===== src/logic/rate_pkg.sv =====
`default_nettype none

package rate_pkg;

  // ~~~~~~~~~~~~~~~~~~~~~~~~~~~~~~~~~~~~~~~~~~~~~~~~~~~~~~~~~~~~
  // Rate configuration
  // ~~~~~~~~~~~~~~~~~~~~~~~~~~~~~~~~~~~~~~~~~~~~~~~~~~~~~~~~~~~~

  localparam int HOLD_W = 8;                    // Width of the repeat counter

  // Static setup, only changed while the pipeline is empty
  typedef struct packed {
    logic [HOLD_W-1:0] hold_count;              // Extra copies per input sample
    logic              smooth_en;               // Boxcar averaging on the output
  } rate_cfg_t;

endpackage

`default_nettype wire


===== src/logic/sample_pkg.sv =====
`default_nettype none

package sample_pkg;

  // ~~~~~~~~~~~~~~~~~~~~~~~~~~~~~~~~~~~~~~~~~~~~~~~~~~~~~~~~~~~~
  // Sample format
  // ~~~~~~~~~~~~~~~~~~~~~~~~~~~~~~~~~~~~~~~~~~~~~~~~~~~~~~~~~~~~

  localparam int SAMPLE_W = 16;                 // Width of one DAC sample

  typedef logic signed [SAMPLE_W-1:0] sample_t; // Two's complement sample

  // ~~~~~~~~~~~~~~~~~~~~~~~~~~~~~~~~~~~~~~~~~~~~~~~~~~~~~~~~~~~~
  // Stream beat
  // ~~~~~~~~~~~~~~~~~~~~~~~~~~~~~~~~~~~~~~~~~~~~~~~~~~~~~~~~~~~~

  // One beat on any stream link between the stages
  typedef struct packed {
    sample_t sample;                            // Payload sample
    logic    first;                             // First copy of a held sample
  } stream_beat_t;

endpackage

`default_nettype wire


===== src/logic/boxcar_smoother.sv =====
`timescale 1ns/10ps
`default_nettype none

module boxcar_smoother
  import sample_pkg::*, rate_pkg::*;
#(
  parameter int LOG2_TAPS = 2
)
(
  input  logic         aclk,
  input  logic         aresetn,
  input  rate_cfg_t    cfg,
  input  stream_beat_t s_beat,
  input  logic         s_valid,
  output logic         s_ready,
  output stream_beat_t m_beat,
  output logic         m_valid,
  input  logic         m_ready
);

  localparam int TAPS  = 2**LOG2_TAPS;
  localparam int SUM_W = SAMPLE_W + LOG2_TAPS;               // Sum of TAPS samples cannot overflow

  sample_t                 hist [TAPS];
  logic signed [SUM_W-1:0] sum_reg;
  logic signed [SUM_W-1:0] sum_next;
  logic signed [SUM_W-1:0] avg;
  logic [SUM_W-1:0]        new_ext;
  logic [SUM_W-1:0]        old_ext;
  logic                    in_xfer;
  stream_beat_t            out_beat;
  logic                    out_valid;

  assign s_ready = ~out_valid | m_ready;
  assign in_xfer = s_valid & s_ready;

  // ~~~~~~~~~~~~~~~~~~~~~~~~~~~~~~~~~~~~~~~~~~~~~~~~~~~~~~~~~~~~
  // Running sum
  // ~~~~~~~~~~~~~~~~~~~~~~~~~~~~~~~~~~~~~~~~~~~~~~~~~~~~~~~~~~~~

  assign new_ext  = {{LOG2_TAPS{s_beat.sample[SAMPLE_W-1]}}, s_beat.sample};
  assign old_ext  = {{LOG2_TAPS{hist[TAPS-1][SAMPLE_W-1]}}, hist[TAPS-1]};
  assign sum_next = sum_reg + new_ext - old_ext;             // Oldest sample leaves the window
  assign avg      = sum_next >>> LOG2_TAPS;

  always_ff @(posedge aclk)
  begin
    if (!aresetn)
    begin
      sum_reg <= '0;
      for (int i = 0; i < TAPS; i++)
      begin
        hist[i] <= '0;                                       // Window starts from silence
      end
    end
    else if (in_xfer)
    begin
      sum_reg <= sum_next;
      hist[0] <= s_beat.sample;
      for (int i = 1; i < TAPS; i++)
      begin
        hist[i] <= hist[i-1];
      end
    end
  end

  // ~~~~~~~~~~~~~~~~~~~~~~~~~~~~~~~~~~~~~~~~~~~~~~~~~~~~~~~~~~~~
  // Output register
  // ~~~~~~~~~~~~~~~~~~~~~~~~~~~~~~~~~~~~~~~~~~~~~~~~~~~~~~~~~~~~

  always_ff @(posedge aclk)
  begin
    if (!aresetn)
    begin
      out_valid <= 1'b0;
    end
    else if (in_xfer)
    begin
      out_valid <= 1'b1;
    end
    else if (m_ready)
    begin
      out_valid <= 1'b0;
    end
  end

  always_ff @(posedge aclk)
  begin
    if (in_xfer)
    begin
      out_beat.sample <= cfg.smooth_en ? avg[SAMPLE_W-1:0] : s_beat.sample;
      out_beat.first  <= s_beat.first;                       // Flag passes through untouched
    end
  end

  assign m_beat  = out_beat;
  assign m_valid = out_valid;

endmodule

`default_nettype wire


===== src/logic/sample_fifo.sv =====
`timescale 1ns/10ps
`default_nettype none

module sample_fifo
  import sample_pkg::*;
#(
  parameter int FIFO_DEPTH_LOG2 = 3
)
(
  input  logic         aclk,
  input  logic         aresetn,
  input  stream_beat_t s_beat,
  input  logic         s_valid,
  output logic         s_ready,
  output stream_beat_t m_beat,
  output logic         m_valid,
  input  logic         m_ready
);

  localparam int DEPTH = 2**FIFO_DEPTH_LOG2;

  stream_beat_t               mem [DEPTH];
  logic [FIFO_DEPTH_LOG2-1:0] wr_ptr;
  logic [FIFO_DEPTH_LOG2-1:0] rd_ptr;
  logic [FIFO_DEPTH_LOG2:0]   count;
  logic                       push;
  logic                       pop;

  assign s_ready = (count != (FIFO_DEPTH_LOG2+1)'(DEPTH)); // Low as soon as the last slot fills
  assign m_valid = (count != '0);
  assign m_beat  = mem[rd_ptr];                            // Head shows without a read request

  assign push = s_valid & s_ready;
  assign pop  = m_valid & m_ready;

  // ~~~~~~~~~~~~~~~~~~~~~~~~~~~~~~~~~~~~~~~~~~~~~~~~~~~~~~~~~~~~
  // Pointers and occupancy
  // ~~~~~~~~~~~~~~~~~~~~~~~~~~~~~~~~~~~~~~~~~~~~~~~~~~~~~~~~~~~~

  always_ff @(posedge aclk)
  begin
    if (!aresetn)
    begin
      wr_ptr <= '0;
      rd_ptr <= '0;
      count  <= '0;
    end
    else
    begin
      if (push)
      begin
        wr_ptr <= wr_ptr + 1'b1;                           // Wraps at the depth
      end
      if (pop)
      begin
        rd_ptr <= rd_ptr + 1'b1;
      end
      case ({push, pop})
        2'b10:   count <= count + 1'b1;
        2'b01:   count <= count - 1'b1;
        default: count <= count;                           // Push with pop keeps the level
      endcase
    end
  end

  // Storage
  always_ff @(posedge aclk)
  begin
    if (push)
    begin
      mem[wr_ptr] <= s_beat;
    end
  end

endmodule

`default_nettype wire


===== src/logic/sample_hold_interpolator.sv =====
`timescale 1ns/10ps
`default_nettype none

module sample_hold_interpolator
  import sample_pkg::*, rate_pkg::*;
(
  input  logic         aclk,
  input  logic         aresetn,
  input  rate_cfg_t    cfg,
  input  stream_beat_t s_beat,
  input  logic         s_valid,
  output logic         s_ready,
  output stream_beat_t m_beat,
  output logic         m_valid,
  input  logic         m_ready
);

  stream_beat_t      int_beat_reg, int_beat_next;
  logic [HOLD_W-1:0] int_cntr_reg, int_cntr_next;
  logic              int_valid_reg, int_valid_next;
  logic              int_pop_reg, int_pop_next;

  logic head_fresh;
  logic last_copy;
  logic load;

  // A head under a pop pulse is already owned by the output register
  assign head_fresh = s_valid & ~int_pop_reg;
  assign last_copy  = (int_cntr_reg >= cfg.hold_count);
  assign load       = head_fresh & (~int_valid_reg | (m_ready & last_copy));

  // ~~~~~~~~~~~~~~~~~~~~~~~~~~~~~~~~~~~~~~~~~~~~~~~~~~~~~~~~~~~~
  // State registers
  // ~~~~~~~~~~~~~~~~~~~~~~~~~~~~~~~~~~~~~~~~~~~~~~~~~~~~~~~~~~~~

  always_ff @(posedge aclk)
  begin
    if (!aresetn)
    begin
      int_cntr_reg  <= '0;
      int_valid_reg <= 1'b0;
      int_pop_reg   <= 1'b0;
    end
    else
    begin
      int_cntr_reg  <= int_cntr_next;
      int_valid_reg <= int_valid_next;
      int_pop_reg   <= int_pop_next;
    end
  end

  always_ff @(posedge aclk)
  begin
    int_beat_reg <= int_beat_next;
  end

  // ~~~~~~~~~~~~~~~~~~~~~~~~~~~~~~~~~~~~~~~~~~~~~~~~~~~~~~~~~~~~
  // Next state
  // ~~~~~~~~~~~~~~~~~~~~~~~~~~~~~~~~~~~~~~~~~~~~~~~~~~~~~~~~~~~~

  always_comb
  begin
    int_beat_next  = int_beat_reg;
    int_cntr_next  = int_cntr_reg;
    int_valid_next = int_valid_reg;
    int_pop_next   = 1'b0;                             // Pop lasts a single cycle
    if (load)
    begin
      int_beat_next.sample = s_beat.sample;
      int_beat_next.first  = 1'b1;                     // Marks the start of a new sample
      int_cntr_next        = '0;
      int_valid_next       = 1'b1;
      int_pop_next         = 1'b1;
    end
    else if (int_valid_reg & m_ready)
    begin
      if (last_copy)
      begin
        int_valid_next = 1'b0;                         // Nothing waiting in the FIFO
      end
      else
      begin
        int_cntr_next       = int_cntr_reg + 1'b1;
        int_beat_next.first = 1'b0;
      end
    end
  end

  assign s_ready = int_pop_reg;
  assign m_beat  = int_beat_reg;
  assign m_valid = int_valid_reg;

endmodule

`default_nettype wire


===== src/logic/upsampler_top.sv =====
`timescale 1ns/10ps
`default_nettype none

module upsampler_top
  import sample_pkg::*, rate_pkg::*;
#(
  parameter int FIFO_DEPTH_LOG2 = 3,
  parameter int LOG2_TAPS       = 2
)
(
  input  logic         aclk,
  input  logic         aresetn,
  input  rate_cfg_t    cfg,
  input  stream_beat_t s_beat,
  input  logic         s_valid,
  output logic         s_ready,
  output stream_beat_t m_beat,
  output logic         m_valid,
  input  logic         m_ready
);

  stream_beat_t fifo_beat;
  logic         fifo_valid;
  logic         fifo_ready;
  stream_beat_t hold_beat;
  logic         hold_valid;
  logic         hold_ready;

  // ~~~~~~~~~~~~~~~~~~~~~~~~~~~~~~~~~~~~~~~~~~~~~~~~~~~~~~~~~~~~
  // FIFO, then hold, then smooth
  // ~~~~~~~~~~~~~~~~~~~~~~~~~~~~~~~~~~~~~~~~~~~~~~~~~~~~~~~~~~~~

  sample_fifo #(
    .FIFO_DEPTH_LOG2 (FIFO_DEPTH_LOG2)
  ) i_sample_fifo (
    .aclk    (aclk),
    .aresetn (aresetn),
    .s_beat  (s_beat),
    .s_valid (s_valid),
    .s_ready (s_ready),
    .m_beat  (fifo_beat),
    .m_valid (fifo_valid),
    .m_ready (fifo_ready)
  );

  sample_hold_interpolator i_sample_hold_interpolator (
    .aclk    (aclk),
    .aresetn (aresetn),
    .cfg     (cfg),
    .s_beat  (fifo_beat),
    .s_valid (fifo_valid),
    .s_ready (fifo_ready),       // Pop pulse back to the FIFO
    .m_beat  (hold_beat),
    .m_valid (hold_valid),
    .m_ready (hold_ready)
  );

  boxcar_smoother #(
    .LOG2_TAPS (LOG2_TAPS)
  ) i_boxcar_smoother (
    .aclk    (aclk),
    .aresetn (aresetn),
    .cfg     (cfg),
    .s_beat  (hold_beat),
    .s_valid (hold_valid),
    .s_ready (hold_ready),
    .m_beat  (m_beat),
    .m_valid (m_valid),
    .m_ready (m_ready)
  );

endmodule

`default_nettype wire


===== config.mk =====
export PLATFORM = sky130hd
export DESIGN_NAME = upsampler_top
export DESIGN_NICKNAME = d
export VERILOG_FILES = /design/src/logic/rate_pkg.sv /design/src/logic/sample_pkg.sv /design/src/logic/boxcar_smoother.sv /design/src/logic/sample_fifo.sv /design/src/logic/sample_hold_interpolator.sv /design/src/logic/upsampler_top.sv
export SDC_FILE = /design/constraint.sdc
export NUM_CORES = 1
export LEC_CHECK = 0
export ABC_AREA = 1
export BUFFER_PORTS_ARGS = -buffer_cell sky130_fd_sc_hd__buf_2
export CAP_MARGIN = 20
export CORE_AREA = 3 3 156 158
export DETAILED_ROUTE_END_ITERATION = 7
export DIE_AREA = 0 0 159 161
export PLACE_DENSITY = 0.71
export SLEW_MARGIN = 20
export SYNTH_ARGS = -nofsm -noshare
export SYNTH_HDL_FRONTEND = slang
export SYNTH_HIERARCHICAL = 1
export SYNTH_SLANG_ARGS = --single-unit

===== constraint.sdc =====
create_clock -name aclk -period 3.45 [get_ports aclk]
set_clock_uncertainty 0.2 [all_clocks]
set_input_delay 1.035 -clock aclk [delete_from_list [all_inputs] [get_ports aclk]]
set_output_delay 1.035 -clock aclk [all_outputs]
set_load 0.05 [all_outputs]

==> results.md, run 1 <==
- Status: completed
- Final Hold Fails: 0
- DRC violations left: 0
- Worst hold stages: 0
- Largest net degree at the start of global routing: 65
- Die Width: approximately 160 µm
- Slew @ Worst Pin: 0.894 ns
- Cells on worst reg2reg path: 13
- GRT overflow: 0
- GRT met1 Usage: a little under a quarter
- Clk root buf: clkbuf_16
- Critical path peak fanout: 3
- Initial core utilization: between 50% and 60%
- Met3 Track Usage GR: approximately 3%
- PostCTS Resize Cnt: 0
- H-tree Lvls: 1
- Placed Instances: 1,532
- Slack of the critical path: 0.637 ns
- Logic pwr share: a little over two fifths
- Worst Hold Class: reg -> reg
- Avg Vias per Cell: ~5
- Sw power: approximately 0.0054 W
- Clock slew at reported path FFs: about 0.060 ns
- Max rail drop VDD: ~0.56 mV
- RSZ-0062 raised after global routing: no
- Post-CTS Setup Repair Bufs: 0
- Crit path DAT: just under 3 ns
- Number of max-cap violations: 0
- CTS tree: yes
- Pre-CTS setup slack: about 0.41 ns
- Antenna violations before repair: 1
- PortBufs: 47
- Final worst path period share: about four fifths
- GRT Util Overall: 17.8%
- GR peak layer: met2
- Gpl congestion: approximately 0.9
- TNS Setup: 0 ns
- Routed WL: around 23 mm
- Setup CP Type: reg -> reg
- NumNets Final: approximately 1,300
- Cts hold-fix bufs: 0
- CTS sink count: about 270
- Ports: 49
- Clk_lat worst skew: 0.53 ns
- PD cells: around 980 nW/µm²
- DRT Pass-1 Iters: 6
- Layout cells sized above 1: between 10% and 20%
- Fin util: roughly three fifths
- Clock Power Share: around 22%
- Antenna violation net count after detailed routing: 0
- Int Pwr: ~0.0082 W
- Crit. End Element: flop
- Syn_area_per_cell: 10.4 µm²
- First-pass GRT wire length: around 37 mm
- Met2 GRT Util: between 30% and 40%
- Max Fclk: 356 MHz
- Mapped Area: roughly 12,000 µm²
- Net Count, Synth: approximately 1,300
- Part of the power in registers: between 30% and 40%
- # setup viols final: 0
- Num CTS Buffers: 27
- Switch share: 39.7%
- Vias in the first global route: 7,594
- Cell row count: 56
- Max reg flops: about 130
- Synth warn: 6
- Startpoint Class: flop
- Via count: between 7,000 and 8,000
- Chip height: around 160 µm
- Worst slew margin: 40.4%
- Routed wire per std cell: ~14 µm
- DP HPWL: 14.4 mm
- Tot Pwr: 0.0136 W
- Die area: 25,600 µm²
- Worst endpoint required time: approximately 3.5 ns
- Pleak: slightly below 6 nW
- Pins over their slew limit: 0
- Number of DRC markers in iteration 0: 642
- Non-filler cells, final: 1,583
- Synth Instances: roughly 1,200
- Worst-case clock buffer depth: 3
- Final Critical Period: approximately 2.8 ns
- Core Box Area: roughly 23,000 µm²
- Fill cell count: 1,926
- Layout area overhead: 12.6%
[through the flow]
step | cell area [µm²] | hold slack, ns
floorplan | 12300 | 0.209
global placement | 12900 | 0.214
detailed placement | 12900 | 0.219
CTS | 13800 | 0.232
global route | 13800 | 0.241
finish | 13900 | 0.232
[worst max-delay path: stages (launching register included)]
cell and delay [ns]:
edfxtp_1 0.35, inv_1 0.08, fa_1 0.53, fa_1 0.46, inv_1 0.09, nand2_1 0.07, o21ai_2 0.20, nand2_1 0.07
nand2_1 0.11, nand2_1 0.12, nand2_1 0.08, nand2_1 0.06, nand3_1 0.08, nand2_1 0.05
[layout by cell type (no fill, tap or decap), types with 4 or more instances in the layout]
cell	n
a21oi_1	22
buf_2	47
buf_4	15
bufinv_16	6
clkbuf_16	27
clkinv_1	9
clkinv_2	6
dfxtp_1	41
edfxtp_1	225
fa_1	17
ha_1	33
inv_1	185
inv_2	9
mux2i_1	16
nand2_1	208
nand2_2	10
nand3_1	35
nand3b_1	10
nand4_1	11
nor2_1	166
nor2_2	11
nor3_1	4
o21ai_0	48
o21ai_1	42
o22ai_1	22
xnor2_1	4
xor2_1	8
[worst paths after layout]
check	from	to	slack [ns]
min reg2reg	i_sample_hold_interpolator/m_beat[0]	i_boxcar_smoother/m_beat[0]	0.23
max	i_sample_hold_interpolator/m_beat[2]	i_boxcar_smoother/m_beat[13]	0.64
max reg2reg	i_sample_hold_interpolator/m_beat[2]	i_boxcar_smoother/m_beat[13]	0.64
min	i_sample_hold_interpolator/m_beat[0]	i_boxcar_smoother/m_beat[0]	0.23
[routing by layer]
metal / wire (µm) / vias to the layer above / share of wire, %
met2: 11100 / 159 / 49
met5: 7 / - / 0.031
met3: 1220 / 38 / 5.3
met4: 483 / 2 / 2.1
li1: - / 4007 / -
met1: 10000 / 3688 / 44
[area by class of cell]
type / instances / area, µm² / area share (%)
Clock inverter: 22 / 260 / 1.88
Tap cell: 319 / 399 / 2.88
Sequential cell: 268 / 7620 / 55.0
Antenna cell: 1 / 2.50 / 0.0181
Multi-Input combinational cell: 686 / 3770 / 27.2
Timing Repair Buffer: 64 / 388 / 2.80
Inverter: 195 / 732 / 5.28
Clock buffer: 28 / 679 / 4.91
[power by group through the flow]
stage                     clock network [W]  registers [W]  logic (W)
after detailed placement                  0        0.00483    0.00577
after global placement                    0        0.00482    0.00567
final                               0.00303        0.00476    0.00580
after CTS                           0.00310        0.00477    0.00582
after floorplan                           0        0.00506    0.00418
after global routing                0.00325        0.00484    0.00659
(Power assumes the default switching activity.)
==> run 2, diff against run 1 <==
--- a/config.mk
+++ b/config.mk
@@ -5,13 +5,13 @@
 export SDC_FILE = /design/constraint.sdc
 export NUM_CORES = 1
 export LEC_CHECK = 0
-export ABC_AREA = 1
+export ABC_AREA = 0
 export BUFFER_PORTS_ARGS = -buffer_cell sky130_fd_sc_hd__buf_2
 export CAP_MARGIN = 20
-export CORE_AREA = 3 3 156 158
+export CORE_AREA = 3 3 152 154
 export DETAILED_ROUTE_END_ITERATION = 7
-export DIE_AREA = 0 0 159 161
-export PLACE_DENSITY = 0.71
+export DIE_AREA = 0 0 155 157
+export PLACE_DENSITY = 0.74
 export SLEW_MARGIN = 20
 export SYNTH_ARGS = -nofsm -noshare
 export SYNTH_HDL_FRONTEND = slang
==> constraint.sdc (replaced) <==
create_clock -name aclk -period 2.29 [get_ports aclk]
set_clock_uncertainty 0.2 [all_clocks]
set_input_delay 0.687 -clock aclk [delete_from_list [all_inputs] [get_ports aclk]]
set_output_delay 0.687 -clock aclk [all_outputs]
set_load 0.05 [all_outputs]
==> run 2 against run 1 <==
The flow now finishes with violations (negative setup slack). Critical path depth is 1 lower. Cell count down 18%. Design area up 9.2%. First-iteration DRC count shrank 30%. Die area fell by 4.9%. Worst setup slack lost 1.4 ns. Hold slack worse by 0.014 ns.
==> results.md, run 2 <==
- Final Hold Fails: 0 (unchanged)
- Worst path max stage delay: 0.41 ns (-0.12 ns)
- H-tree Lvls: 1 (unchanged)
- # setup viols final: 34 (+34)
- GRT Util Overall: 19.8% (+2.0 points)
- Clk_lat worst skew: 0.54 ns (about the same)
- Antenna violations before repair: 1 (unchanged)
- Worst Hold Class: in -> reg
- Failing checks: negative setup slack
- Final Critical Period: 3.04 ns (+0.230 ns)
- Chip height: 157 µm (-2.5%)
- Pins over their slew limit: 0 (unchanged)
- PortBufs: 47 (unchanged)
- Ports: 49 (unchanged)
- Critical-path top delay cell: fa_2
- TNS Setup: -16.39 ns (-16.39 ns)
- Via count: 7,034 (-11%)
- Slew @ Worst Pin: 0.723 ns (-0.171 ns)
- Layout area overhead: 29.3%
- Routed wire per std cell: 19.0 µm (+32%)
- Crit. End Element: flop
- Status: finished, violations left
- Clk root buf: clkbuf_16
- First-pass GRT wire length: 38.2 mm (+2.5%)
- Synth warn: 6 (unchanged)
- Gpl congestion: 0.827 (-6.3%)
- CP Cell Sequence: ha_1, inv_1, ha_2, inv_2, fa_2, nor2b_4, o21bai_1, a31o_2, o31ai_4, a41oi_2, xor2_1, mux2i_1
- Syn_area_per_cell: 14.5 µm² (+39%)
- Final worst path period share: 133% (+51 points)
- Avg Vias per Cell: 5.45 (+9.3%)
- Number of antenna diodes: 0 (-1)
- Synth Instances: 806 (-32%)
- GRT overflow: 0 (unchanged)
- Largest net degree at the start of global routing: 50 (-23%)
- Slack of the critical path: -0.753 ns (-1.39 ns)
- DRC violations left: 0 (unchanged)
- Number of DRC markers in iteration 0: 447 (-30%)
- Worst-case clock buffer depth: 3 (unchanged)
- Vias in the first global route: 7,188 (-5.3%)
- Max Fclk: 329 MHz (-7.6%)
- DRT Pass-1 Iters: 5 (-1)
- Startpoint Class: flop
- Layout cells sized above 1: 40.4% (+28 points)
- Max reg flops: 128 (unchanged)
- Antenna violation net count after detailed routing: 0 (unchanged)
- Clock slew at reported path FFs: 0.06 ns (about the same)
- CTS tree: yes
- RSZ-0062 raised after global routing: yes
- Worst slew margin: 51.8% (+11 points)
- Number of max-cap violations: 0 (unchanged)
- NumNets Final: 1,071 (-19%)
- Critical path peak fanout: 3 (unchanged)
- Mapped Area: 11,700 µm² (-4.9%)
- Most common cell after layout, fill and taps aside: edfxtp_1
- Die Width: 155 µm (-2.5%)
- Cell row count: 54 (-3.6%)
- Initial core utilization: 53.6% (+0.70 points)
- Net Count, Synth: 886 (-30%)
- Setup CP Type: reg -> reg
- Leading cell types in the layout, fill and taps excluded: edfxtp_1, buf_4, inv_1
- DP HPWL: 15.3 mm (+6.0%)
- Core Box Area: 21,800 µm² (-6.2%)
- Routed WL: 24.5 mm (+7.4%)
- Cts hold-fix bufs: 0 (unchanged)
- Num CTS Buffers: 27 (unchanged)
- Worst endpoint required time: 2.37 ns (-1.16 ns)
- Die area: 24,300 µm² (-4.9%)
- CTS sink count: 268 (unchanged)
- Crit path DAT: 3.13 ns (+0.24 ns)
run 2: final cells by class:
class / instances / area, µm²
clock buffer: 40 / 764
clock inverter: 9 / 56.3
fill: 1475 / 6700
inverter: 83 / 337
multi-input combinational: 421 / 4460
sequential: 268 / 7630
tap: 280 / 350
timing repair buffer: 190 / 1530
run 2: worst max-delay path, delay by kind of cell, from the launching register on:
kind / cells / cell delay [ns]
compound gates: 4 / 0.78
fa+ha+maj: 3 / 0.85
simple gates: 1 / 0.12
flops: 1 / 0.37
buf+inv: 2 / 0.10
mux: 1 / 0.11
xor+xnor: 1 / 0.25
run 2: through the flow:
stage / setup WS [ns] / util [%] / hold WS [ns] / cells / area [µm²]
5_1_grt: -0.903 / 69.3 / 0.198 / 1291 / 15100
3_5_place_dp: -0.771 / 62.4 / 0.214 / 1221 / 13600
4_1_cts: -0.658 / 67.5 / 0.189 / 1276 / 14700
2_1_floorplan: -0.607 / - / 0.202 / 806 / 12100
3_3_place_gp: -0.716 / 62.4 / 0.213 / 1221 / 13600
6_report: -0.753 / 69.3 / 0.218 / 1291 / 15100
run 2: routing by layer:
layer / part of all wire (%) / track usage (%) / vias up
met5: 0.029 / 0 / -
li1: - / - / 3345
met3: 4.4 / 3.19 / 41
met1: 44 / 28.1 / 3501
met4: 1.7 / 3.95 / 2
met2: 50 / 32.9 / 145
run 2: timing repair:
item,in CTS,in global routing
hold endpoints to repair,0,0
gates resized for setup,50,55
setup endpoints to repair,46,37
pin swaps,42,36
buffers inserted,7,17
run 2: path summary, 6_finish.rpt:
| check | from | end | slack [ns] | cells after the start |
|---|---|---|---|---|
| worst min-delay path | s_beat[13] | i_sample_fifo/mem[3][13] | 0.22 | 1 |
| worst max-delay path | i_boxcar_smoother/hist[0][48] | i_boxcar_smoother/m_beat[15] | -0.75 | 12 |
| worst min register to register | i_sample_hold_interpolator/m_beat[0] | i_boxcar_smoother/m_beat[0] | 0.23 | 0 |
| worst max register to register | i_boxcar_smoother/hist[0][48] | i_boxcar_smoother/m_beat[15] | -0.75 | 12 |
Power of run 2 is not shown: default switching activity piles up to over one toggle a cycle in this logic, so the estimate is an artifact.
==> run 3, diff against run 2 <==
--- a/config.mk
+++ b/config.mk
@@ -8,10 +8,10 @@
 export ABC_AREA = 0
 export BUFFER_PORTS_ARGS = -buffer_cell sky130_fd_sc_hd__buf_2
 export CAP_MARGIN = 20
-export CORE_AREA = 3 3 152 154
+export CORE_AREA = 3 3 178 180
 export DETAILED_ROUTE_END_ITERATION = 7
-export DIE_AREA = 0 0 155 157
-export PLACE_DENSITY = 0.74
+export DIE_AREA = 0 0 181 183
+export GPL_TIMING_DRIVEN = 0
 export SLEW_MARGIN = 20
 export SYNTH_ARGS = -nofsm -noshare
 export SYNTH_HDL_FRONTEND = slang
==> constraint.sdc (replaced) <==
create_clock -name aclk -period 2.29 [get_ports aclk]
set_clock_uncertainty 0.2 [all_clocks]
set_input_delay 0.687 -clock aclk [delete_from_list [all_inputs] [get_ports aclk]]
set_output_delay 0.687 -clock aclk [all_outputs]
set_load 0.02 [all_outputs]
==> run 3 against run 2 <==
The flow still finishes with violations (negative setup slack). Critical endpoint is now i_boxcar_smoother/m_beat[13]. Maximum frequency down 1.6%. Design area down 1.9%. Non-clock buffer count down 59. Clock-buffer cell count down 1. Hold slack worse by 0.015 ns. Die area up 36%. Wire length down 0.91%. Cell count up 4.9%. Global-route usage down 5.2 points.
==> results.md, run 3 (synthesis results as in run 2) <==
- Status: finished, violations left
- Failing checks: negative setup slack
- Setup CP Type: reg -> reg
- DRT Pass-1 Iters: 4 (-1)
- Clock slew at reported path FFs: 0.06 ns (about the same)
- NumNets Final: 1,014 (-5.3%)
- Vias in the first global route: 6,943 (-3.4%)
- Max Fclk: 323 MHz (-1.6%)
- Via count: 6,742 (-4.2%)
- GRT overflow: 0 (unchanged)
- Die Width: 181 µm (+17%)
- Avg Vias per Cell: 4.98 (-8.6%)
- Ports: 49 (unchanged)
- Antenna violations before repair: 2 (+1)
- DP HPWL: 16.3 mm (+6.4%)
- Startpoint Class: flop
- Max rail drop VDD: 0.868 mV
- Slack of the critical path: -0.804 ns (-0.0506 ns)
- DP Area: 13,100 µm² (-3.5%)
- Top delay family on crit path: adder cells
- Pleak: about 5.5 nW
- TNS Setup: -16.05 ns (+0.342 ns)
- Pins over their slew limit: 0 (unchanged)
- Tot Pwr: 0.0243 W
- Worst-case clock buffer depth: 3 (unchanged)
- CP Cell Sequence: inv_2, fa_1, fa_2, nor2b_4, o21bai_4, a31o_4, o31ai_4, a41oi_2, xor2_1, mux2i_1
- PD cells: 1640 nW/µm²
- CTS sink count: 268 (unchanged)
- Final Hold Fails: 0 (unchanged)
- Slew @ Worst Pin: 0.819 ns (+0.0960 ns)
- Worst endpoint required time: 2.34 ns (-0.03 ns)
- Clk root buf: clkbuf_16
- Worst slew margin: 45.4% (-6.3 points)
- Worst Hold Class: in -> reg
- Most common cell after layout, fill and taps aside: edfxtp_1
- Clk_lat worst skew: 0.55 ns (about the same)
- Pre-CTS setup slack: -0.934 ns (-0.162 ns)
- Number of max-cap violations: 0 (unchanged)
- First-pass GRT wire length: 38.5 mm (+0.80%)
- DRC violations left: 0 (unchanged)
- CP bufs+invs: 1 (-1)
- Layout cells sized above 1: 37.1% (-3.3 points)
- Leading cell types in the layout, fill and taps excluded: edfxtp_1, inv_1, and3_1
- Post-route cell area: 14,800 µm² (-1.9%)
- GRT Util Overall: 14.5% (-5.2 points)
- Final worst path period share: 135% (+2.2 points)
- Non-filler cells, final: 1,354 (+4.9%)
- # setup viols final: 33 (-2.9%)
- Cts hold-fix bufs: 0 (unchanged)
- Initial core utilization: 38.5% (-15 points)
- CTS tree: yes
- Worst path max stage delay: 0.45 ns (+0.04 ns)
- Cell row count: 64 (+19%)
- Routed wire per std cell: 17.9 µm (-5.5%)
- Critical path peak fanout: 3 (unchanged)
- H-tree Lvls: 1 (unchanged)
- Critical-path top delay cell: fa_1
- Max reg flops: 128 (unchanged)
- RSZ-0062 raised after global routing: yes
- Core Box Area: 30,300 µm² (+39%)
- Final Critical Period: 3.09 ns (+0.0506 ns)
- Gpl congestion: 0.802 (-3.1%)
- Chip height: 183 µm (+17%)
- Antenna violation net count after detailed routing: 0 (unchanged)
- Layout area overhead: 26.9%
- Crit path DAT: 3.14 ns (about the same)
- Die area: 33,100 µm² (+36%)
- Number of DRC markers in iteration 0: 428 (-4.3%)
- Crit. End Element: flop
- Routed WL: 24.3 mm (-0.91%)
- PortBufs: 46 (-2.1%)
- Largest net degree at the start of global routing: 69 (+38%)
- Placed Instances: 1,257 (+2.9%)
- Num CTS Buffers: 29 (+7.4%)
-- run 3: changes by cell type in the layout (fill, tap and decap cells not counted), moves of 5 or more --
cell	change
buf_4	-75
clkbuf_1	+20
buf_12	-12
inv_1	-8
inv_2	+8
dfxtp_4	+6
ha_1	-6
clkbuf_2	+5
ha_4	+5
nor3_2	-5
nor3_4	+5
xnor2_1	+5
-- run 3: cell type report --
class                           count  area, µm²
Clock buffer                       39        763
Antenna cell                        1       2.50
Tap cell                          396        495
Sequential cell                   268       7640
Buffer                             32        150
Timing Repair Buffer               99        718
Clock inverter                     15        179
Inverter                           83        337
Multi-Input combinational cell    421       4550
Fill cell                        2561      15500
-- run 3: worst reg2reg max path, cell delays in order, from the launching register on --
cell      delay, ns
edfxtp_1       0.37
inv_2          0.10
fa_1           0.45
fa_2           0.39
nor2b_4        0.15
o21bai_4       0.08
a31o_4         0.24
o31ai_4        0.29
a41oi_2        0.16
xor2_1         0.20
mux2i_1        0.15
-- run 3: worst paths after layout --
kind,from,endpoint,slack (ns),depth (start not counted)
worst max register to register,i_sample_hold_interpolator/m_beat[2],i_boxcar_smoother/m_beat[13],-0.80,10
worst max-delay path,i_sample_hold_interpolator/m_beat[2],i_boxcar_smoother/m_beat[13],-0.80,10
worst min register to register,i_boxcar_smoother/sum_reg[11],i_boxcar_smoother/sum_reg[11],0.26,2
worst min-delay path,s_beat[10],i_sample_fifo/mem[6][10],0.20,1
-- run 3: what timing repair did --
action / CTS / global route
pin swaps: 24 / 41
resized for setup: 52 / 55
buffers inserted: 25 / 20
endpoints found under the setup margin: 176 / 87
-- run 3: metrics by stage --
step	util [%]	hold WS, ns
floorplan	-	0.202
global placement	42.8	0.242
detailed placement	43.3	0.251
CTS	47.7	0.183
global route	48.9	0.195
finish	48.9	0.203
-- run 3: power by group --
group | internal (W) | switching (W)
clock network | 0.00270 | 0.00190
registers | 0.00659 | 0.000378
logic | 0.00614 | 0.00656
-- run 3: layer usage --
metal  wire length [µm]  up-vias  global-route usage, %
met4                456        2                   3.38
li1                   -     3216                      -
met1              11000     3374                   19.9
met5                 11        -                      0
met2              11800      109                   24.5
met3               1000       41                   2.46
